### src/hdl/spi_master_settings.svh
// SPI master settings
// widths and counts shared by the package and the RTL of the
// single-lane SPI master controller

`ifndef SPI_MASTER_SETTINGS_SVH
`define SPI_MASTER_SETTINGS_SVH

// data, command and address words
`define SPI_WORD_W 32
// command and address bit lengths, 0 to 32
`define SPI_LEN_W 6
// data bit length and bit counters
`define SPI_DATA_LEN_W 16
`define SPI_DIV_W 8
`define SPI_CS_N 4

`endif
### src/hdl/spi_master_pkg.sv
// SPI master package
// sequencer phases, transmit word sources and the word and count types
// used across the SPI master

`default_nettype none

`include "spi_master_settings.svh"

package spi_master_pkg;

  typedef enum logic [2:0] {
    PH_IDLE,
    PH_CMD,
    PH_ADDR,
    PH_DATA_TX,
    PH_DATA_RX,
    PH_WAIT_EDGE
  } spi_phase_e;

  typedef enum logic [1:0] {SRC_NONE, SRC_CMD, SRC_ADDR, SRC_FIFO} tx_src_e;

  typedef logic [`SPI_WORD_W-1:0] spi_word_t;
  typedef logic [`SPI_DATA_LEN_W-1:0] bit_cnt_t;

endpackage

`default_nettype wire

### src/hdl/spi_tx_shifter.sv
// SPI transmit shifter
// holds the outgoing word and the remaining bit count, shifts one bit out
// msb first on each falling strobe and fetches the next word every 32 bits

`timescale 1ns/1ps
`default_nettype none

`include "spi_master_settings.svh"

module spi_tx_shifter
  import spi_master_pkg::*;
(
  input  wire            clk,
  input  wire            rstn,
  input  wire            en,
  input  wire bit_cnt_t  tx_len,
  input  wire            tx_load,
  input  wire spi_word_t tx_word,
  input  wire            tx_word_valid,
  input  wire            spi_fall,
  output logic           tx_word_ready,
  output logic           tx_done,
  output logic           tx_clk_req,
  output logic           sdo
);

  spi_word_t             shift_q;
  bit_cnt_t              cnt_q;
  logic [`SPI_LEN_W-1:0] word_bits_q;
  logic                  full_q;
  logic                  shift_now;
  logic                  release_word;
  logic                  take;

  assign shift_now    = en && spi_fall && full_q;
  assign release_word = (word_bits_q == 1) || (cnt_q == 1);
  assign take         = tx_word_ready && tx_word_valid;
  assign tx_done      = shift_now && (cnt_q == 1);
  assign tx_clk_req   = full_q;
  assign sdo          = full_q && shift_q[`SPI_WORD_W-1];

  // the next word is taken at the fall that sends the last bit of the current one
  always_comb
  begin
    if (tx_load)
      tx_word_ready = en && (tx_len != '0);
    else
      tx_word_ready = en && (cnt_q != '0) &&
                      (!full_q || (shift_now && release_word && cnt_q != 1));
  end

  always_ff @(posedge clk or negedge rstn)
  begin
    if (!rstn)
    begin
      cnt_q       <= '0;
      word_bits_q <= '0;
      full_q      <= 1'b0;
    end
    else if (tx_load)
    begin
      cnt_q       <= tx_len;
      full_q      <= take;
      word_bits_q <= `SPI_LEN_W'(`SPI_WORD_W);
    end
    else if (shift_now)
    begin
      cnt_q <= cnt_q - 1'b1;
      if (release_word)
      begin
        full_q      <= take;
        word_bits_q <= `SPI_LEN_W'(`SPI_WORD_W);
      end
      else
        word_bits_q <= word_bits_q - 1'b1;
    end
    else if (take)
    begin
      full_q      <= 1'b1;
      word_bits_q <= `SPI_LEN_W'(`SPI_WORD_W);
    end
  end

  always_ff @(posedge clk)
  begin
    if (take)
      shift_q <= tx_word;
    else if (shift_now)
      shift_q <= shift_q << 1;
  end

  // a held word always has bits left to send
  assert property (@(posedge clk) disable iff (!rstn) full_q |-> (cnt_q != '0));

endmodule

`default_nettype wire

### config.mk
export PLATFORM = sky130hd
export DESIGN_NAME = spi_tx_shifter
export DESIGN_NICKNAME = d
export VERILOG_FILES = /design/src/hdl/spi_master_pkg.sv /design/src/hdl/spi_tx_shifter.sv
export VERILOG_INCLUDE_DIRS = /design/src /design/src/hdl
export SDC_FILE = /design/constraint.sdc
export NUM_CORES = 1
export LEC_CHECK = 0
export BUFFER_PORTS_ARGS = -buffer_cell sky130_fd_sc_hd__buf_4
export CAP_MARGIN = 15
export CORE_MARGIN = 3
export CORE_UTILIZATION = 55
export CTS_BUF_LIST = sky130_fd_sc_hd__clkbuf_16
export DETAILED_ROUTE_END_ITERATION = 10
export PLACE_DENSITY = 0.8
export SYNTH_ARGS = -nofsm -noshare
export SYNTH_HDL_FRONTEND = slang
export SYNTH_SLANG_ARGS = --single-unit
### constraint.sdc
create_clock -name clk -period 7.05 [get_ports clk]
set_clock_uncertainty 0.05 [all_clocks]
set_input_delay 0 -clock clk [delete_from_list [all_inputs] [get_ports clk]]
set_output_delay 0 -clock clk [all_outputs]
set_load 0.05 [all_outputs]
==> run_results.csv <==
group,metric,value,unit
outcome,outcome,"finished, final reports clean",
yosys,yosysUniqueCellTypes,42,
yosys,async_reset_ff_share,41.8,%
route,drt-pass1-iter-count,4,
die,fp-row-count,25,
placed_design,io_buffers,57,
route,drtIter0Drc,131,
clocking,cts_setup_buffers,0,
flow_run,drv_cap,0,
yosys,synth-seq-cells,55,
yosys,synth_edf_count,32,
yosys,syn_area_per_cell,12.1,µm²
setup_path,crit_chain,"inv_1, ha_1, nor3b_1, and4_1, nand4bb_1, a21oi_4, a31o_2",
sta,relSlewSlack,32.3,%
setup_path,crit_required,6.93,ns
setup_path,crit_arrival,3.28,ns
setup_path,worstSetupPathType,"reg -> reg",
final_layout,final_common_cell,"buf_4",
pwr,power.density,211,nW/µm²
setup_path,cpLargestDelayFamily,"compound AO/OA/AOI/OAI gates",
worst_hold_path,worst_hold_path_type,"in -> reg",
yosys,dominantRegCellSynth,"edfxtp_1",
final_layout,drive_above_1_share,30.5,%
sta,setup_tns,0,ns
grt,antenna_found_initial,0,
sta,worst_slew_pin_slew,1.01,ns
route,ant_nets,0,
final_layout,fillerInstances,292,
setup_path,cp.depth,7,
yosys,yosysTopAreaCellShare,34.3,%
pwr,peakVddDrop,0.000257,V
clocking,numCtsBuffers,5,
die,io_pins,58,
sta,maxSlewViolCount,0,
placed_design,dp_hpwl,3970,µm
placed_design,gp_congestion,0.828,
pwr,p_leak,0.00155,µW
grt,grt_start_max_net_pins,37,
yosys,synth_nets,289,
clocking,htree_levels,2,
route,routed_wl,7070,µm
yosys,ys_seq_area_share,54.8,%
grt,grt_pass1_vias,2285,
yosys,synthTopCellsByArea,"edfxtp_1 34%, dfrtp_1 21%, mux2_2 12%",
setup_path,cp.buffers_inverters,1,
sta,final_hold_viol_count,0,
final_layout,multi_input_area,1180,µm²
setup_path,cp_slowest_stage_delay,0.85,ns
die,core_area,4820,µm²
setup_path,critPathSlowestCell,"a21oi_4",
route,via_count,2250,
setup_path,r2r_cells,7,
final_layout,regArea,1540,µm²
final_layout,area_growth,39.5,%
sta,fmax,295,MHz
setup_path,end_kind,"flip-flop",
grt,overflow,0,
yosys,netlist_instances,231,
final_layout,finalNetCount,391,
sta,min_period,3.40,ns
clocking,root_buffer,"clkbuf_16",
clocking,cts_buffer_depth,2,
grt,grt_use_total,25.1,%
sta,setup_viol,0,
final_layout,final_cell_mix,"57 x buf_4, 49 x dlygate4sd3_1, 32 x edfxtp_1",
setup_path,startpoint_type,"flip-flop",
die,dieHeight,77.4,µm
die,dieWidth,77.4,µm
sta,fin_crit_sh,48.2,%
clocking,clock_latency,0.30,ns
route,wl_per_cell,17.6,µm
route,viasPerCell,5.60,
setup_path,cp_max_fo,34,
yosys,ys_warn_count,0,
placed_design,dp_slack,3.68,ns
grt,grt_pass1_wl,11300,µm
die,dieArea,5990,µm²
clocking,cts.sinks,55,
route,drc,0,
yosys,netlist_area,2800,µm²
clocking,cts_tree,"done",
clocking,clk_pin_slew,0.07,ns
yosys,synth.largest_area_cell,"edfxtp_1",
die,start_util,58.2,%
worst_hold_path,whs_path_depth,3,
sta,setup_ws,3.65,ns
sta,rsz0062_at_grt,"false",
per-stage QoR:
stage | power (µW) | hold WS (ns) | utilization, % | area [µm²] | cells
floorplan | 469 | -0.346 | - | 2800 | 231
global placement | 509 | -0.138 | 67.4 | 3240 | 344
detailed placement | 514 | -0.136 | 67.4 | 3240 | 344
CTS | 821 | 0.0460 | 81.1 | 3910 | 401
global route | 854 | 0.0697 | 81.1 | 3910 | 401
finish | 827 | 0.0563 | 81.1 | 3910 | 402
synth_stat cells (2+ instances only):
cell type and count:
mux2_2 31, nand4_1 3, clkbuf_1 2, o21ai_0 18, ha_1 4, nor2_1 9, nand2_1 23, buf_2 5
or4_4 2, or4_1 2, nand2b_1 4, nor3_1 8, nand3_1 2, or3_1 3, xnor2_1 9, o41ai_1 2
a21o_1 3, inv_1 5, xor2_1 6, nor3b_1 3, and2_1 2, clkbuf_8 3, dfrtp_1 23, nor4_1 8
a21oi_1 3, edfxtp_1 32
final timing paths:
| path | from | end | slack, ns |
|---|---|---|---|
| worst max-delay path | cnt_q[0]$_DFFE_PN0P_ | shift_q[27]$_DFFE_PP_ | 3.65 |
| worst min-delay path | tx_load | cnt_q[9]$_DFFE_PN0P_ | 0.06 |
| worst max register to register | cnt_q[0]$_DFFE_PN0P_ | shift_q[27]$_DFFE_PP_ | 3.65 |
| worst min register to register | word_bits_q[5]$_DFFE_PN0P_ | word_bits_q[5]$_DFFE_PN0P_ | 0.46 |
| max in group asynchronous | rstn | cnt_q[14]$_DFFE_PN0P_ | 6.63 |
| min in group asynchronous | rstn | cnt_q[3]$_DFFE_PN0P_ | 0.08 |
cell families (layout without fill, tap and decap cells):
kind of cell	Yosys count	count (layout)	synth area share [%]
adder cells (fa/ha/maj)	4	4	1.79
other	0	1	0
buffers and inverters	16	119	3.57
flip-flops	55	55	54.8
multiplexers	31	31	12.5
XOR/XNOR	15	15	4.69
AND/OR/NAND/NOR	74	74	14.6
AO/OA/AOI/OAI	36	36	8.08
state kept, by name, summed over array words and instances, names as in the netlist:
name         flops
word_bits_q      6
shift_q         32
cnt_q           16
tx_clk_req       1
cell type report:
type	instances	share of cell area, %
clock buffers	5	3.20
multi-input cells	160	30.1
flip-flops and latches	55	39.3
inverters	5	0.480
well taps	67	2.14
clock inverters	3	1.18
repair buffers	106	23.5
diodes	1	0.0640
where the power goes:
group | internal [µW] | switching (µW)
clock network | 169 | 123
logic | 76.5 | 62.9
registers | 374 | 21.6
total | 619 | 207
worst min-delay path: cells and delay by family:
family	cells	cell delay, ns
compound gates	1	0.05
simple gates	1	0.10
buf+inv	1	0.21
routing by layer:
layer / global-route usage [%] / vias to the layer above / share of wire, %
met5: 0 / - / 0
met2: 42.0 / 88 / 51
met3: 6.26 / 15 / 5.5
met1: 30.2 / 1090 / 40
met4: 12.6 / 0 / 2.8
li1: - / 1057 / -
timing repair:
item | CTS | global route
resized for setup | 0 | 0
hold buffers | 49 | 0
hold endpoints to repair | 71 | 0
No activity file was read; power rests on OpenSTA's default activity.
