$ cat src/hdl/spi_master_settings.svh
// SPI master settings
// widths and counts shared by the package and the RTL of the
// single-lane SPI master controller

`ifndef SPI_MASTER_SETTINGS_SVH
`define SPI_MASTER_SETTINGS_SVH

// data, command and address words
`define SPI_WORD_W 32
// command and address bit lengths, 0 to 32
`define SPI_LEN_W 6
// data bit length and bit counters
`define SPI_DATA_LEN_W 16
`define SPI_DIV_W 8
`define SPI_CS_N 4

`endif
$ cat src/hdl/spi_master_pkg.sv
// SPI master package
// sequencer phases, transmit word sources and the word and count types
// used across the SPI master

`default_nettype none

`include "spi_master_settings.svh"

package spi_master_pkg;

  typedef enum logic [2:0] {
    PH_IDLE,
    PH_CMD,
    PH_ADDR,
    PH_DATA_TX,
    PH_DATA_RX,
    PH_WAIT_EDGE
  } spi_phase_e;

  typedef enum logic [1:0] {SRC_NONE, SRC_CMD, SRC_ADDR, SRC_FIFO} tx_src_e;

  typedef logic [`SPI_WORD_W-1:0] spi_word_t;
  typedef logic [`SPI_DATA_LEN_W-1:0] bit_cnt_t;

endpackage

`default_nettype wire

$ cat src/hdl/spi_clkgen.sv
// SPI serial clock generator
// divides clk so that each spi_clk half period lasts clk_div+1 cycles
// and flags the cycle before each rising and falling edge

`timescale 1ns/1ps
`default_nettype none

`include "spi_master_settings.svh"

module spi_clkgen
  import spi_master_pkg::*;
(
  input  wire                  clk,
  input  wire                  rstn,
  input  wire                  en,
  input  wire [`SPI_DIV_W-1:0] clk_div,
  input  wire                  clk_div_valid,
  output logic                 spi_clk,
  output logic                 spi_rise,
  output logic                 spi_fall
);

  logic [`SPI_DIV_W-1:0] div_q;
  logic [`SPI_DIV_W-1:0] cnt_q;
  logic                  toggle;

  assign toggle   = en && (cnt_q == div_q);
  assign spi_rise = toggle && !spi_clk;
  assign spi_fall = toggle && spi_clk;

  always_ff @(posedge clk or negedge rstn)
  begin
    if (!rstn)
    begin
      div_q   <= '0;
      cnt_q   <= '0;
      spi_clk <= 1'b0;
    end
    else
    begin
      if (clk_div_valid)
        div_q <= clk_div;
      // a stopped clock restarts with a full half period
      if (!en)
        cnt_q <= '0;
      else if (toggle)
      begin
        cnt_q   <= '0;
        spi_clk <= ~spi_clk;
      end
      else
        cnt_q <= cnt_q + 1'b1;
    end
  end

  // the divider only changes while spi_clk is stopped
  assert property (@(posedge clk) disable iff (!rstn) clk_div_valid |-> !en);

endmodule

`default_nettype wire

$ cat config.mk
export PLATFORM = sky130hd
export DESIGN_NAME = spi_clkgen
export DESIGN_NICKNAME = d
export VERILOG_FILES = /design/src/hdl/spi_master_pkg.sv /design/src/hdl/spi_clkgen.sv
export VERILOG_INCLUDE_DIRS = /design/src /design/src/hdl
export SDC_FILE = /design/constraint.sdc
export NUM_CORES = 1
export LEC_CHECK = 0
export BUFFER_PORTS_ARGS = -buffer_cell sky130_fd_sc_hd__buf_4
export CORE_ASPECT_RATIO = 1.5
export CORE_UTILIZATION = 40
export DETAILED_ROUTE_END_ITERATION = 7
export PLACE_DENSITY = 0.75
export SLEW_MARGIN = 20
export SYNTH_ARGS = -nofsm -noshare
export SYNTH_HDL_FRONTEND = slang
export SYNTH_SLANG_ARGS = --single-unit
$ cat constraint.sdc
create_clock -name clk -period 1.5 [get_ports clk]
set_clock_uncertainty 0.2 [all_clocks]
set_input_delay 0.075 -clock clk [delete_from_list [all_inputs] [get_ports clk]]
set_output_delay 0.075 -clock clk [all_outputs]
set_load 0.05 [all_outputs]
==> results of run 1 <==
## per-stage QoR
step | TNS [ns] | area (um^2) | total power [mW]
after global placement | -0.774 | 1010 | 0.736
after floorplan | -0.419 | 806 | 0.661
after detailed placement | -0.867 | 1010 | 0.745
after CTS | -1.69 | 1180 | 1.02
after global routing | -2.53 | 1220 | 1.06
final | -1.69 | 1220 | 1.01
## worst min-delay path by stage
stage | from | to | slack (ns)
after detailed placement | rstn | cnt_q[3]$_DFF_PN0_ | -0.25
after global routing | div_q[3]$_DFFE_PN0P_ | div_q[3]$_DFFE_PN0P_ | 0.35
after floorplan | rstn | cnt_q[0]$_DFF_PN0_ | -0.42
after global placement | rstn | cnt_q[3]$_DFF_PN0_ | -0.25
final | div_q[3]$_DFFE_PN0P_ | div_q[3]$_DFFE_PN0P_ | 0.34
after CTS | clk_div[6] | div_q[6]$_DFFE_PN0P_ | 0.34
## synth_stat cells, drive strengths merged (2+ instances only)
cell / count
nand4: 2
nor2: 10
nand3: 5
xor2: 5
inv: 3
mux2: 8
and3: 2
dfrtp: 17
xnor2: 10
## worst max-delay path, cell delays in order (launching register included)
cell	delay [ns]
dfrtp_1	0.40
xnor2_1	0.20
nand4_1	0.15
or3_4	0.43
nor2_4	0.11
buf_8	0.15
## cell type report
cell class,instances,share of cell area
sequential,17,0.348
inverter,3,0.00920
multi-input combinational,45,0.333
timing repair buffer,37,0.267
tap,21,0.0215
clock buffer,4,0.0215
## kinds of logic after synthesis
kind of cell    after synthesis
simple gates                 20
xor+xnor                     15
flops                        17
buf+inv                       4
fa+ha+maj                     1
compound gates                1
mux                           8
## state kept, by name, summed over array words and instances (netlist names)
register	count
div_q	8
cnt_q	8
spi_clk	1
## metal layers
metal / routed length, um / up-vias / GRT usage
met5: 0 / - / 0
met2: 824 / 13 / 0.276
met4: 44 / 0 / 0.107
met3: 36 / 5 / 0.0119
li1: - / 297 / -
met1: 617 / 296 / 0.219
## what timing repair did
| action | CTS | global route |
|---|---|---|
| hold buffers | 12 | 0 |
| endpoints found under the hold margin | 34 | 0 |
| buffers inserted | 0 | 1 |
| pin swaps | 5 | 3 |
| endpoints found under the setup margin | 11 | 11 |
| resized for setup | 8 | 9 |
## power groups by stage
stage	clock (mW)	combinational, mW	sequential (mW)
after global routing	0.265	0.257	0.539
after global placement	0	0.196	0.540
after floorplan	0	0.0885	0.572
after CTS	0.249	0.233	0.534
final	0.242	0.236	0.534
after detailed placement	0	0.201	0.543
==> results by group, run 1 <==
Outcome
  • Outcome: finished, violations left
  • Failing checks: setup timing

Final layout
  • Seq. cell area: 425 um^2
  • Fin cells: 127
  • Area Overhead vs Synth: 54.7%
  • Multi-input logic area: 408 um^2
  • Layout cells sized above 1: 0.481
  • Most frequent cells in the layout: buf_4, dfrtp_1, dlygate4sd3_1, xnor2_1, mux2_2
  • Layout fillers: 152
  • Final Util: 0.660
  • Ant diodes: 0
  • Nets: 120
  • Commonest non-fill, non-tap cell in the layout: buf_4

Job
  • Max cap viols: 0

Worst setup path
  • Worst setup EP type: output port
  • Reg2Reg Depth: 5
  • Startpoint Class: flop
  • Crit path required time: 1.22 ns
  • WP data arrival: 1.73 ns
  • Worst R2R Start: div_q[2]$_DFFE_PN0P_
  • Setup CP Type: flop to output port
  • FF-to-FF End: spi_clk$_DFFE_PN0P_
  • CP Launch Point: div_q[2]$_DFFE_PN0P_
  • R2r setup slk: -0.26 ns
  • Largest fanout on the critical path: 3
  • Setup crit end: spi_fall

STA
  • Slew @ Worst Pin: 0.259 ns
  • # setup viols final: 11
  • Slew headroom: 0.827
  • Crit path time final: 2.00 ns
  • Final period util: 1.34
  • RSZ-0062 raised after global routing: yes
  • Hold Fails Final Rpt: 0
  • Max-slew violations: 0
  • Final Worst Setup Slack: -0.505 ns
  • Hold WS: 0.337 ns
  • Fmax: 499 MHz

Yosys
  • Synth Net Count: 79
  • Post-Synth XOR/XNOR Area: 0.176
  • Post-synthesis compound-gate area fraction: 0.0111
  • Simple-Gate Fraction of Synth Area: 0.127
  • Proportion of synthesized area in mux cells: 0.114
  • Register area share after synthesis: 0.538
  • Synth cell types: 15
  • Post-Syn Instances: 66
  • Post-synthesis adder-cell area fraction: 0.0158
  • Synth Warn #: 0
  • EDFF count, synth: 0
  • Largest family of logic cells by synthesized area: XOR/XNOR gates
  • Flops & latches, synth: 17
  • Mapped Area: 791 um^2
  • Mean area per synthesized cell: 12.0 um^2
  • Synth area leaders: dfrtp_1, mux2_2, xnor2_1
  • Largest area contributor in the netlist: dfrtp_1
  • Area share of the largest cell type after synthesis: 0.538
  • Main synth FF type: dfrtp_1
  • Post-synthesis async set-or-reset flop share: 1.00

Floorplanning
  • # rows: 19
  • Total core area: 1850 um^2
  • Die Height: 56.5 um
  • Initial Utilization: 0.426
  • Die Wd: 38.3 um
  • IO Count: 15
  • Die area: 2160 um^2

Clock tree
  • Skew-Pair Late Insertion Delay: 0.29 ns
  • H-tree levels: 1
  • Max clock buf depth: 2
  • Clock sinks: 17
  • Clk root buf: clkbuf_4
  • CTS clk-pin slew, worst paths: 0.09 ns
  • Total CTS buffers: 3
  • TritonCTS clock tree: yes

Detailed routing
  • Routed vias: 611
  • Drc violations: 0
  • Vias per cell: 4.81
  • Routed WL: 1520 um
  • Mean routed wirelength per cell: 12.0 um
  • First-pass DRT Iterations: 3
  • DRT iter0 DRCs: 8
  • Antenna Violating Nets Remaining: 0

Global routing
  • Vias in the first global route: 617
  • Total track usage: 0.173
  • Initial antenna violation count: 0
  • Largest net degree at the start of global routing: 18
  • Grt total ovfl: 0
  • First-pass GRT wire length: 2640 um

Power
  • Worst vdd ir: 0.000545 V
  • P_int: 0.725 mW
  • Psw: 0.287 mW
  • Clock share of power: 0.239
  • Static Leak: 0.542 nW
  • Switching Fraction: 0.284
  • Power Dens Cells: 827 nW/um^2
  • Power share of the combinational group: 0.234
  • Seq pwr share: 0.528

Placement
  • Input/output buffers: 14
  • Placed cell count: 110
  • Gp weighted congestion: 0.851
  • DP Wirelength: 1120 um
  • Setup WS pre-CTS: -0.221 ns

Worst hold path
  • Hold Path Class: flop to flop
  • Worst Hold Depth: 1
Power figures use the tool's default switching activity.
==> run 2, diff against run 1 <==
Settings changed: GPL_TIMING_DRIVEN set to 0.
==> run 2 against run 1 <==
- the flow still finishes with violations (setup timing)
- power fell by 0.80%
- worst hold slack lost 0.25 ns
- via count shrank 3.9%
- clock-buffer cell count decreased by 1
- fmax increased by 1.9%
- setup slack better by 0.037 ns
- routed wire length down 8.1%
- global-route usage fell by 0.64 points
- register-to-register slack lost 0.06 ns
- first-iteration DRC count decreased by 75%
- largest cell class unchanged
==> results by group, run 2 (synthesized netlist as in run 1, its figures left out) <==
Outcome
  • Outcome: finished, violations left
  • Failing checks: setup timing

Power
  • Worst vdd ir: 0.000551 V (+1.1%)
  • Clock share of power: 0.247 (+0.008)
  • Static Leak: 0.532 nW (-1.9%)
  • Power share of the combinational group: 0.222 (-0.012)
  • Switching Fraction: 0.286 (+0.00197)
  • Power Dens Cells: 853 nW/um^2 (+3.1%)
  • P_int: 0.717 mW (-1.1%)
  • Final Power: 1.00 mW (-0.80%)
  • Psw: 0.287 mW (-0.11%)
  • Seq pwr share: 0.531 (+0.003)

Final layout
  • Seq. cell area: 427 um^2 (+0.29%)
  • Multi-input logic area: 373 um^2 (-8.6%)
  • Layout fillers: 155 (+2.0%)
  • Ant diodes: 0 (unchanged)
  • Layout cells sized above 1: 0.410 (-0.0716)
  • Cell area after layout: 1180 um^2 (-3.8%)
  • Largest regs: cnt_q x8, div_q x8, spi_clk x1
  • Commonest non-fill, non-tap cell in the layout: buf_4
  • Nets: 119 (-0.83%)
  • Most frequent cells in the layout: buf_4, dfrtp_1, dlygate4sd3_1, xnor2_1
  • Final Util: 0.635 (-0.0250)
  • Area Overhead vs Synth: 48.9%

Worst setup path
  • Worst R2R Start: cnt_q[7]$_DFF_PN0_
  • Reg2Reg Depth: 6 (+1)
  • Largest fanout on the critical path: 3 (unchanged)
  • Setup CP Type: flop to output port
  • Worst setup EP type: output port
  • FF-to-FF End: spi_clk$_DFFE_PN0P_
  • R2r setup slk: -0.32 ns (-0.06 ns)
  • WP data arrival: 1.69 ns (-0.04 ns)
  • Startpoint Class: flop
  • Crit path required time: 1.22 ns (about the same)

Placement
  • DP Wirelength: 909 um (-19%)
  • Input/output buffers: 13 (-1)
  • Setup WS pre-CTS: -0.228 ns (-0.00698 ns)
  • Post-DP Area: 930 um^2 (-7.8%)
  • Gp weighted congestion: 0.800 (-5.9%)

Clock tree
  • Clock sinks: 17 (unchanged)
  • H-tree levels: 1 (unchanged)
  • Clk root buf: clkbuf_4
  • Total CTS buffers: 3 (unchanged)
  • Skew-Pair Late Insertion Delay: 0.30 ns (about the same)
  • Max clock buf depth: 2 (unchanged)
  • CTS clk-pin slew, worst paths: 0.10 ns (about the same)
  • TritonCTS clock tree: yes

STA
  • Hold WS: 0.0886 ns (-0.248 ns)
  • Fmax: 508 MHz (+1.9%)
  • Final period util: 1.31 (-0.0244)
  • Slew @ Worst Pin: 0.439 ns (+0.180 ns)
  • RSZ-0062 raised after global routing: yes
  • Crit path time final: 1.97 ns (-0.0366 ns)
  • Max-slew violations: 0 (unchanged)
  • Final Worst Setup Slack: -0.468 ns (+0.0366 ns)
  • Slew headroom: 0.707 (-0.119)
  • Hold Fails Final Rpt: 0 (unchanged)
  • # setup viols final: 11 (unchanged)

Global routing
  • Vias in the first global route: 588 (-4.7%)
  • Largest net degree at the start of global routing: 18 (unchanged)
  • Grt met3 use: 0.0356 (+0.0237)
  • Initial antenna violation count: 0 (unchanged)
  • Busiest grt layer: met2
  • First-pass GRT wire length: 2500 um (-5.2%)
  • Grt total ovfl: 0 (unchanged)
  • Grt met2 use: 0.252 (-0.0242)
  • Total track usage: 0.167 (-0.00644)
  • Met1 Use GR: 0.215 (-0.00324)

Worst hold path
  • Hold Path Class: input pin to flop
  • Hold path start: clk_div_valid
  • Worst Hold Depth: 2 (+1)
  • WHS Endpoint: div_q[6]$_DFFE_PN0P_

Detailed routing
  • DRT iter0 DRCs: 2 (-6)
  • Routed WL: 1400 um (-8.1%)
  • Mean routed wirelength per cell: 11.1 um (-7.4%)
  • Routed vias: 587 (-3.9%)
  • Drc violations: 0 (unchanged)
  • Antenna Violating Nets Remaining: 0 (unchanged)
  • Vias per cell: 4.66 (-3.2%)
  • First-pass DRT Iterations: 4 (+1)

Job
  • Max cap viols: 0 (unchanged)

Floorplanning
  • Initial Utilization: 0.426 (unchanged)
  • IO Count: 15 (unchanged)
  • Die Height: 56.5 um (unchanged)
  • Die area: 2160 um^2 (unchanged)
  • Die Wd: 38.3 um (unchanged)
  • # rows: 19 (unchanged)
  • Total core area: 1850 um^2 (unchanged)
## run 2: through the flow
step                      std cells  setup TNS (ns)
after floorplan                  66          -0.419
after global placement          100          -0.757
after detailed placement        100          -0.682
after CTS                       125           -1.46
after global routing            126           -2.77
final                           126           -1.31
## run 2: what timing repair did
action	CTS	global route
gates resized for setup	4	3
endpoints found under the setup margin	11	11
buffers inserted	10	2
hold buffers	11	0
hold endpoints to repair	33	0
pin swaps	10	6
## run 2: final cells by class
type                       count  share of cell area
sequential                    17               0.362
multi-input combinational     45               0.317
timing repair buffer          35               0.262
tap                           21              0.0223
clock buffer                   3              0.0191
inverter                       3             0.00956
clock inverter                 1             0.00425
buffer                         1             0.00319
## run 2: critical path, cell delays in order, from the launching register on
cell     delay (ns)
dfrtp_1        0.42
xnor2_1        0.17
nand4_1        0.13
or3_4          0.43
nor2_4         0.10
buf_8          0.15
## run 2: power groups by stage
stage / Combinational, mW / Sequential (mW) / Clock [mW]
global route: 0.242 / 0.539 / 0.279
floorplan: 0.0885 / 0.572 / 0
CTS: 0.225 / 0.534 / 0.256
detailed placement: 0.173 / 0.548 / 0
finish: 0.222 / 0.533 / 0.248
global placement: 0.170 / 0.546 / 0
## run 2: worst max path at each step
| stage | end | depth (start not counted) | slack, ns | startpoint |
|---|---|---|---|---|
| 2_1_floorplan | spi_fall | 4 | -0.17 | cnt_q[0]$_DFF_PN0_ |
| 3_3_place_gp | spi_rise | 5 | -0.23 | cnt_q[0]$_DFF_PN0_ |
| 3_5_place_dp | spi_fall | 5 | -0.23 | cnt_q[0]$_DFF_PN0_ |
| 4_1_cts | spi_fall | 5 | -0.48 | div_q[2]$_DFFE_PN0P_ |
| 5_1_grt | spi_fall | 5 | -0.60 | cnt_q[7]$_DFF_PN0_ |
| 6_report | spi_fall | 5 | -0.47 | cnt_q[7]$_DFF_PN0_ |
## run 2: metal layers
layer  part of all wire  up-vias
met5                  0        -
met4              0.012        0
met3              0.029        2
met2               0.53       14
met1               0.43      272
li1                   -      299
