--- src/hdl/spi_master_settings.svh ---
// SPI master settings
// widths and counts shared by the package and the RTL of the
// single-lane SPI master controller

`ifndef SPI_MASTER_SETTINGS_SVH
`define SPI_MASTER_SETTINGS_SVH

// data, command and address words
`define SPI_WORD_W 32
// command and address bit lengths, 0 to 32
`define SPI_LEN_W 6
// data bit length and bit counters
`define SPI_DATA_LEN_W 16
`define SPI_DIV_W 8
`define SPI_CS_N 4

`endif
--- src/hdl/spi_master_pkg.sv ---
// SPI master package
// sequencer phases, transmit word sources and the word and count types
// used across the SPI master

`default_nettype none

`include "spi_master_settings.svh"

package spi_master_pkg;

  typedef enum logic [2:0] {
    PH_IDLE,
    PH_CMD,
    PH_ADDR,
    PH_DATA_TX,
    PH_DATA_RX,
    PH_WAIT_EDGE
  } spi_phase_e;

  typedef enum logic [1:0] {SRC_NONE, SRC_CMD, SRC_ADDR, SRC_FIFO} tx_src_e;

  typedef logic [`SPI_WORD_W-1:0] spi_word_t;
  typedef logic [`SPI_DATA_LEN_W-1:0] bit_cnt_t;

endpackage

`default_nettype wire

--- src/hdl/spi_phase_ctrl.sv ---
// SPI phase sequencer
// decodes a read or write request into command, address and data phases,
// feeds the shifters with lengths and words, drives the chip selects,
// the clock enable, the phase status and the end-of-transfer pulse

`timescale 1ns/1ps
`default_nettype none

`include "spi_master_settings.svh"

module spi_phase_ctrl
  import spi_master_pkg::*;
(
  input  wire                  clk,
  input  wire                  rstn,
  input  wire                  rd,
  input  wire                  wr,
  input  wire spi_word_t       cmd,
  input  wire [`SPI_LEN_W-1:0] cmd_len,
  input  wire spi_word_t       addr,
  input  wire [`SPI_LEN_W-1:0] addr_len,
  input  wire bit_cnt_t        data_len,
  input  wire [`SPI_CS_N-1:0]  csreg,
  input  wire spi_word_t       tx_data,
  input  wire                  tx_valid,
  input  wire                  tx_word_ready,
  input  wire                  tx_done,
  input  wire                  tx_clk_req,
  input  wire                  rx_done,
  input  wire                  rx_clk_req,
  input  wire                  spi_fall,
  output logic                 tx_ready,
  output spi_word_t            tx_word,
  output logic                 tx_word_valid,
  output bit_cnt_t             tx_len,
  output logic                 tx_load,
  output logic                 tx_en,
  output bit_cnt_t             rx_len,
  output logic                 rx_load,
  output logic                 rx_en,
  output logic                 clk_en,
  output logic [`SPI_CS_N-1:0] csn,
  output logic [4:0]           status,
  output logic                 eot
);

  spi_phase_e state_q;
  spi_phase_e state_d;
  spi_phase_e enter_ph;
  tx_src_e    src;
  logic       is_rd_q;
  logic       advance;

  // first phase after cur whose length is not zero
  function automatic spi_phase_e next_phase(input spi_phase_e cur, input logic is_rd);
    if (cur == PH_IDLE && cmd_len != '0)
      return PH_CMD;
    else if (cur != PH_ADDR && addr_len != '0)
      return PH_ADDR;
    else if (data_len != '0)
      return is_rd ? PH_DATA_RX : PH_DATA_TX;
    else
      return PH_IDLE;
  endfunction

  always_comb
  begin
    state_d  = state_q;
    enter_ph = PH_IDLE;
    advance  = 1'b0;
    src      = SRC_NONE;
    tx_load  = 1'b0;
    tx_len   = '0;
    tx_en    = 1'b0;
    rx_load  = 1'b0;
    rx_len   = '0;
    rx_en    = 1'b0;
    clk_en   = 1'b0;
    case (state_q)
      PH_IDLE:
        if (rd || wr)
        begin
          enter_ph = next_phase(PH_IDLE, rd);
          advance  = 1'b1;
        end
      PH_CMD, PH_ADDR:
      begin
        src    = (state_q == PH_CMD) ? SRC_CMD : SRC_ADDR;
        tx_en  = 1'b1;
        clk_en = tx_clk_req;
        if (tx_done)
        begin
          enter_ph = next_phase(state_q, is_rd_q);
          advance  = 1'b1;
        end
      end
      PH_DATA_TX:
      begin
        src    = SRC_FIFO;
        tx_en  = 1'b1;
        clk_en = tx_clk_req;
        if (tx_done)
          state_d = PH_IDLE;
      end
      PH_DATA_RX:
      begin
        rx_en  = 1'b1;
        clk_en = rx_clk_req;
        if (rx_done)
          state_d = PH_WAIT_EDGE;
      end
      PH_WAIT_EDGE:
      begin
        // let spi_clk fall once more after the last sampled bit
        clk_en = 1'b1;
        if (spi_fall)
          state_d = PH_IDLE;
      end
      default:
        state_d = PH_IDLE;
    endcase

    // the next phase gets its length and first word in the cycle of the last fall
    if (advance)
    begin
      state_d = enter_ph;
      case (enter_ph)
        PH_CMD:
        begin
          src     = SRC_CMD;
          tx_load = 1'b1;
          tx_en   = 1'b1;
          tx_len  = bit_cnt_t'(cmd_len);
        end
        PH_ADDR:
        begin
          src     = SRC_ADDR;
          tx_load = 1'b1;
          tx_en   = 1'b1;
          tx_len  = bit_cnt_t'(addr_len);
        end
        PH_DATA_TX:
        begin
          src     = SRC_FIFO;
          tx_load = 1'b1;
          tx_en   = 1'b1;
          tx_len  = data_len;
        end
        PH_DATA_RX:
        begin
          rx_load = 1'b1;
          rx_en   = 1'b1;
          rx_len  = data_len;
        end
        default: ;
      endcase
    end
  end

  always_comb
  begin
    tx_word       = '0;
    tx_word_valid = 1'b0;
    tx_ready      = 1'b0;
    case (src)
      SRC_CMD:
      begin
        tx_word       = cmd;
        tx_word_valid = 1'b1;
      end
      SRC_ADDR:
      begin
        tx_word       = addr;
        tx_word_valid = 1'b1;
      end
      SRC_FIFO:
      begin
        tx_word       = tx_data;
        tx_word_valid = tx_valid;
        tx_ready      = tx_word_ready;
      end
      default: ;
    endcase
  end

  always_comb
  begin
    status = '0;
    case (state_q)
      PH_CMD:                   status[1] = 1'b1;
      PH_ADDR:                  status[2] = 1'b1;
      PH_DATA_TX:               status[3] = 1'b1;
      PH_DATA_RX, PH_WAIT_EDGE: status[4] = 1'b1;
      default:                  status[0] = 1'b1;
    endcase
  end

  assign csn = ~(csreg & {`SPI_CS_N{state_q != PH_IDLE}});

  always_ff @(posedge clk or negedge rstn)
  begin
    if (!rstn)
    begin
      state_q <= PH_IDLE;
      is_rd_q <= 1'b0;
      eot     <= 1'b0;
    end
    else
    begin
      state_q <= state_d;
      eot     <= (state_q != PH_IDLE) && (state_d == PH_IDLE);
      if (state_q == PH_IDLE && (rd || wr))
        is_rd_q <= rd;
    end
  end

  // a request is either a read or a write
  assert property (@(posedge clk) disable iff (!rstn) !(rd && wr));

endmodule

`default_nettype wire

--- config.mk ---
export PLATFORM = sky130hd
export DESIGN_NAME = spi_phase_ctrl
export DESIGN_NICKNAME = d
export VERILOG_FILES = /design/src/hdl/spi_master_pkg.sv /design/src/hdl/spi_phase_ctrl.sv
export VERILOG_INCLUDE_DIRS = /design/src /design/src/hdl
export SDC_FILE = /design/constraint.sdc
export NUM_CORES = 1
export LEC_CHECK = 0
export BUFFER_PORTS_ARGS = -buffer_cell sky130_fd_sc_hd__buf_2
export CAP_MARGIN = 20
export CORE_AREA = 3 3 84 86
export DETAILED_ROUTE_END_ITERATION = 8
export DIE_AREA = 0 0 87 89
export MAX_ROUTING_LAYER = met4
export PLACE_DENSITY = 0.69
export SLEW_MARGIN = 10
export SYNTH_ARGS = -nofsm -noshare
export SYNTH_HDL_FRONTEND = slang
export SYNTH_SLANG_ARGS = --single-unit
--- constraint.sdc ---
create_clock -name clk -period 3 [get_ports clk]
set_input_delay 0.45 -clock clk [delete_from_list [all_inputs] [get_ports clk]]
set_output_delay 0.45 -clock clk [all_outputs]
set_load 0.01 [all_outputs]
==> results of run 1 <==
-- flip-flops by register name, indices dropped and copies added (netlist names) --
| register | flops |
|---|---|
| state_q | 3 |
| eot | 1 |
| is_rd_q | 1 |
-- what timing repair did --
action / 4_1_cts / 5_1_grt
endpoints found under the setup margin: 34 / 34
buffers inserted: 9 / 1
gates resized for setup: 26 / 10
pin swaps: 19 / 21
gates cloned: 4 / 4
-- metrics by stage --
stage,cells,hold slack [ps]
finish,581,43.8
global route,581,48.8
detailed placement,559,275
CTS,576,42.3
global placement,559,267
floorplan,239,154
-- logic make-up after synthesis --
family	count (synthesis)	share of synthesized area [%]
compound gates	68	36.6
xor+xnor	1	0.532
fa+ha+maj	5	3.80
buf+inv	27	7.97
flops	5	7.59
mux	1	0.683
simple gates	132	42.8
-- metal layers --
| metal | GRT usage (%) | share of wire, % |
|---|---|---|
| met5 | - | 0 |
| met4 | 3.68 | 0.67 |
| met3 | 2.67 | 9.9 |
| met2 | 36.4 | 51 |
| met1 | 29.0 | 39 |
-- layout make-up --
cell class                      count  area share, %
Clock buffer                        4           1.23
Inverter                            4          0.411
Multi-Input combinational cell    207           42.7
Sequential cell                     5           3.49
Tap cell                           77           2.64
Timing Repair Buffer              284           49.6
-- how the worst max path moves through the flow --
stage | slack [ps] | start | cells after the start | endpoint
floorplan | -70 | cmd_len[3] | 11 | tx_word[13]
global placement | -150 | data_len[8] | 11 | tx_word[19]
detailed placement | -240 | data_len[8] | 11 | tx_word[10]
CTS | -170 | state_q[2] | 11 | tx_word[4]
global route | -290 | state_q[1] | 11 | tx_word[1]
finish | -150 | state_q[1] | 9 | tx_word[4]
-- where the power goes --
group | switching [mW] | internal (mW) | total, mW
Clock | 0.0300 | 0.0910 | 0.121
Combinational | 2.44 | 2.38 | 4.82
Sequential | 0.0495 | 0.103 | 0.153
Total | 2.52 | 2.57 | 5.09
-- cells in the final DEF, fill, tap and decap left out, drive strengths merged, types with 2 or more instances in the layout --
cell type	count
o21ai	8
nand3	2
a21o	2
nand4	4
a31oi	2
and4bb	2
a222oi	32
buf	280
nand2	14
and2	17
a221oi	2
clkbuf	8
nor2	51
a21boi	7
dfrtp	5
a21oi	3
and3	10
or2	2
nor4b	3
a211oi	6
nor4	13
nor3	8
inv	4
ha	5
or3	2
==> key figures, run 1 <==
Status
  – Status: complete, but fails checks
  – Failing checks: setup timing

GRT
  – Tot GR Track Use: 22.0%
  – Initial antenna violation count: 0
  – Vias in the first global route: 2,779
  – Pin count of the biggest net entering global routing: 33
  – First-pass GRT wire length: 13,400 um
  – Grt ovf: 0

Synth
  – Total nets after synthesis: 383
  – Post-synthesis sequential area ratio: 7.59%
  – Most common cell in the netlist: nor2_1
  – EDFF count, synth: 0
  – Count of unique library cells instantiated by Yosys: 48
  – Seq cells post-synth: 5
  – Avg Cell Area, Syn: 6.89 um^2
  – Synth top cells by count: nor2_1 (51), a222oi_1 (32), and2_1 (17), clkbuf_1 (16), nand2_1 (14)
  – Synth area leader: a222oi_1
  – Syn Inst Count: 239
  – FFs w/ async S/R, synth: 100%
  – Yosys top cell area share: 19.4%
  – Predominant post-synthesis flop cell: dfrtp_1
  – Yosys warns: 0
  – Mapped Area: 1650 um^2
  – Largest cells by area after synthesis: a222oi_1 (19%), nor2_1 (12%), dfrtp_1 (7.6%)

Setup path
  – R2R cell count: 8
  – Worst Path Arrival: 2700 ps
  – CP cell instances: or4_4 > a221oi_4 > or2_4 > o21bai_4 > ha_4 > clkbuf_16 > a222oi_1 > nor2_1 > buf_2
  – Worst Setup Start Kind: register
  – Reg2reg end: eot
  – Crit end category: primary output
  – CP Class: register to primary output
  – R2r setup slk: 840 ps
  – Critical path peak fanout: 8
  – Slowest-stage cell, CP: or4_4
  – CP top delay family: simple AND/OR/NAND/NOR gates
  – Largest stage delay on the critical path: 550 ps
  – Required time worst endpoint: 2550 ps
  – Worst path bufs/invs: 2
  – Reg-to-Reg Start: state_q[1]

Final layout
  – Fraction of layout cells with a size suffix above 1: 64.3%
  – Layout area overhead: 122%
  – Register area: 128 um^2
  – Ant. Diodes: 0
  – End-of-flow core utilization: 57.6%
  – Design Area, Final: 3660 um^2
  – Fill count: 597
  – Area of the multi-input gates: 1560 um^2
  – Final #Nets: 649

Placement
  – DP Worst Slack: -235 ps
  – Hpwl dp: 7250 um
  – Area after DPL: 3180 um^2
  – RD Place Congestion: 0.933
  – # port buffers: 219

STA
  – Period utilisation layout: 105%
  – Number of setup violations in the final report: 33
  – Fin. max-slew vios: 0
  – Fmax: 317 MHz
  – Sum Neg Setup Slack: -3580 ps
  – Final worst setup slack: -152 ps
  – Min cycle time layout: 3150 ps
  – Slew at the pin with the worst max-slew slack: 433 ps
  – Rel. slew slack: 71.1%
  – RSZ-0062 raised after global routing: true
  – Fin. Hold Viols: 0
  – Setup Skew: 0.763 ps

Routing
  – Routed via count: 3,154
  – First drt pass iteration count: 6
  – Routed len/inst: 17.3 um
  – ANT nets after route: 0
  – Vias per cell: 5.43
  – Drc violations: 0
  – Routed Wire Length: 10,100 um
  – Initial DRC count: 282

Power
  – Leakage power: 1.97 nW
  – Total power: 5.09 mW
  – VDD IR-drop max: 0.882 mV
  – PwrDens: 1390 nW/um^2

Clock tree
  – Sink Count: 5
  – CTS buffer count: 3
  – CTS clk-pin slew, worst paths: 30 ps
  – H-tree depth: 1
  – Clock root buffer: clkbuf_8
  – Worst skew pair latency: 220 ps
  – Clock buffer depth: 2
  – CTS tree: yes
  – Cts hold-fix bufs: 0

Die
  – Initial Util: 26.0%
  – I/O pin total: 220
  – CORE AREA: 6350 um^2
  – Die Y: 89 um
  – Horiz. Die Dim: 87 um
  – Rows: 29
  – Die area: 7740 um^2

Flow run
  – Max Cap Viol: 0

Min path
  – Worst hold path class: primary input to asynchronous set/reset pin
Note: power is estimated with default switching activity, not from simulation.
==> run 2: changes to the inputs <==
--- a/config.mk
+++ b/config.mk
@@ -13,6 +13,8 @@
 export DIE_AREA = 0 0 87 89
 export MAX_ROUTING_LAYER = met4
 export PLACE_DENSITY = 0.69
+export REMOVE_ABC_BUFFERS = 1
+export SETUP_SLACK_MARGIN = 0.02
 export SLEW_MARGIN = 10
 export SYNTH_ARGS = -nofsm -noshare
 export SYNTH_HDL_FRONTEND = slang
==> key figures, run 2 (synthesized netlist as in run 1, its figures left out) <==
Die
  – I/O pin total: 220 (unchanged)
  – Die area: 7740 um^2 (unchanged)
  – Initial Util: 26.0% (unchanged)
  – Horiz. Die Dim: 87 um (unchanged)
  – Die Y: 89 um (unchanged)
  – Rows: 29 (unchanged)
  – CORE AREA: 6350 um^2 (unchanged)

Final layout
  – End-of-flow core utilization: 57.0% (was 57.6%)
  – Final #Nets: 648 (was 649)
  – Final instance count without filler cells: 582 (was 581)
  – Largest register FFs: 3 (unchanged)
  – Commonest cells after routing, fill and taps aside: buf_2 (218), buf_4 (51), nor2_1 (48), a222oi_1 (32), and2_1 (17) (was buf_2 (219), nor2_1 (48), buf_4 (48), a222oi_1 (32), and2_1 (17))
  – Largest register by flop count: state_q (unchanged)
  – Most common cell after layout, fill and taps aside: buf_2 (unchanged)
  – Area of the multi-input gates: 1590 um^2 (was 1560 um^2)
  – Layout area overhead: 120% (was 122%)
  – Top flop regs: state_q x3, eot x1, is_rd_q x1 (unchanged)
  – Design Area, Final: 3620 um^2 (was 3660 um^2)
  – Fraction of layout cells with a size suffix above 1: 63.4% (was 64.3%)
  – Fill count: 615 (was 597)
  – Register area: 128 um^2 (unchanged)

Setup path
  – Required time worst endpoint: 2550 ps (about the same)
  – Crit end category: primary output (unchanged)
  – Worst Path Arrival: 2720 ps (was 2700 ps)
  – Worst Setup Start Kind: register (unchanged)
  – Critical path peak fanout: 16 (was 8)
  – CP Class: register to primary output (unchanged)

Clock tree
  – Worst skew pair latency: 220 ps (about the same)
  – CTS tree: yes (unchanged)
  – Clock buffer depth: 2 (unchanged)
  – H-tree depth: 1 (unchanged)
  – CTS clk-pin slew, worst paths: 40 ps (was 30 ps)
  – Sink Count: 5 (unchanged)
  – Clock root buffer: clkbuf_8 (unchanged)
  – CTS buffer count: 3 (unchanged)

STA
  – Rel. slew slack: 72.1% (was 71.1%)
  – RSZ-0062 raised after global routing: true (unchanged)
  – Number of setup violations in the final report: 33 (unchanged)
  – Slew at the pin with the worst max-slew slack: 415 ps (was 433 ps)
  – Fin. max-slew vios: 0 (unchanged)
  – Final worst setup slack: -173 ps (was -152 ps)
  – Fmax: 315 MHz (was 317 MHz)
  – Min cycle time layout: 3170 ps (was 3150 ps)
  – Hold slack: 38.4 ps (was 43.8 ps)
  – Setup Skew: 1.86 ps (was 0.763 ps)
  – Fin. Hold Viols: 0 (unchanged)
  – Period utilisation layout: 106% (was 105%)

Placement
  – # port buffers: 219 (unchanged)
  – Area after DPL: 3170 um^2 (was 3180 um^2)
  – RD Place Congestion: 0.904 (was 0.933)
  – Dpl cells: 565 (was 559)
  – Hpwl dp: 8400 um (was 7250 um)

Routing
  – ANT nets after route: 0 (unchanged)
  – Initial DRC count: 237 (was 282)
  – First drt pass iteration count: 7 (was 6)
  – Vias per cell: 5.47 (was 5.43)
  – Routed Wire Length: 10,700 um (was 10,100 um)
  – Routed len/inst: 18.5 um (was 17.3 um)
  – Routed via count: 3,181 (was 3,154)
  – Drc violations: 0 (unchanged)

Power
  – PwrDens: 1360 nW/um^2 (was 1390 nW/um^2)
  – VDD IR-drop max: 0.993 mV (was 0.882 mV)
  – Leakage power: 1.96 nW (was 1.97 nW)

GRT
  – Pin count of the biggest net entering global routing: 19 (was 33)
  – Grt ovf: 0 (unchanged)
  – Initial antenna violation count: 2 (was 0)
  – Tot GR Track Use: 26.3% (was 22.0%)
  – First-pass GRT wire length: 15,800 um (was 13,400 um)
  – Vias in the first global route: 3,149 (was 2,779)

Status
  – Failing checks: setup timing (unchanged)
  – Status: complete, but fails checks (unchanged)

Min path
  – Worst hold path class: primary input to asynchronous set/reset pin (unchanged)

Flow run
  – Max Cap Viol: 0 (unchanged)
-- run 2: metal layers --
layer | share of wire (%) | GRT usage (%) | vias to the layer above
met4 | 1.6 | 7.08 | 0
met3 | 8.6 | 4.06 | 14
li1 | - | - | 1497
met5 | 0 | - | -
met1 | 36 | 27.8 | 1511
met2 | 54 | 50.4 | 159
-- run 2: power by group --
part           total (mW)  internal [mW]  leakage (nW)  switching, mW
registers           0.170          0.103        0.0592         0.0668
logic                4.63           2.24          1.88           2.39
clock network       0.125         0.0913        0.0228         0.0334
-- run 2: worst max-delay path, stage by stage (launching register included) --
cell and delay [ps]:
dfrtp_2 490, or4_4 530, a221oi_4 260, buf_4 170, nor2_4 50, a31oi_4 220
ha_4 210, buf_12 150, a222oi_1 90, nor2_1 150, buf_2 160
-- run 2: timing repair --
item / 4_1_cts / 5_1_grt
pin swaps: 17 / 19
buffers inserted: 6 / 1
gates resized for setup: 34 / 12
cloned: 5 / 0
hold buffers: 0 / 0
setup endpoints to repair: 34 / 53
-- run 2: area by class of cell --
cell class / count / share of cell area (%)
inverters: 4 / 0.415
well taps: 77 / 2.66
multi-input cells: 207 / 43.8
diodes: 2 / 0.138
clock buffers: 4 / 1.24
repair buffers: 283 / 48.3
flip-flops and latches: 5 / 3.52
-- run 2: final timing paths --
path	start	endpoint	slack, ps	depth (start not counted)
min	rstn	eot	40	1
min in group clk	spi_fall	state_q[2]	540	3
max in group asynchronous	rstn	state_q[1]	2820	1
max	state_q[2]	tx_word[18]	-170	10
min reg2reg	is_rd_q	is_rd_q	600	1
max reg2reg	state_q[2]	eot	920	7
-- run 2: per-stage QoR --
step                      power [mW]  setup WS [ps]  setup TNS [ps]
after floorplan                 2.16           -486          -16050
after global placement          3.85           -312           -9250
after detailed placement        3.92           -442          -12910
after CTS                       4.88           -183           -3640
after global routing            5.32           -282           -7510
final                           4.93           -173           -3620
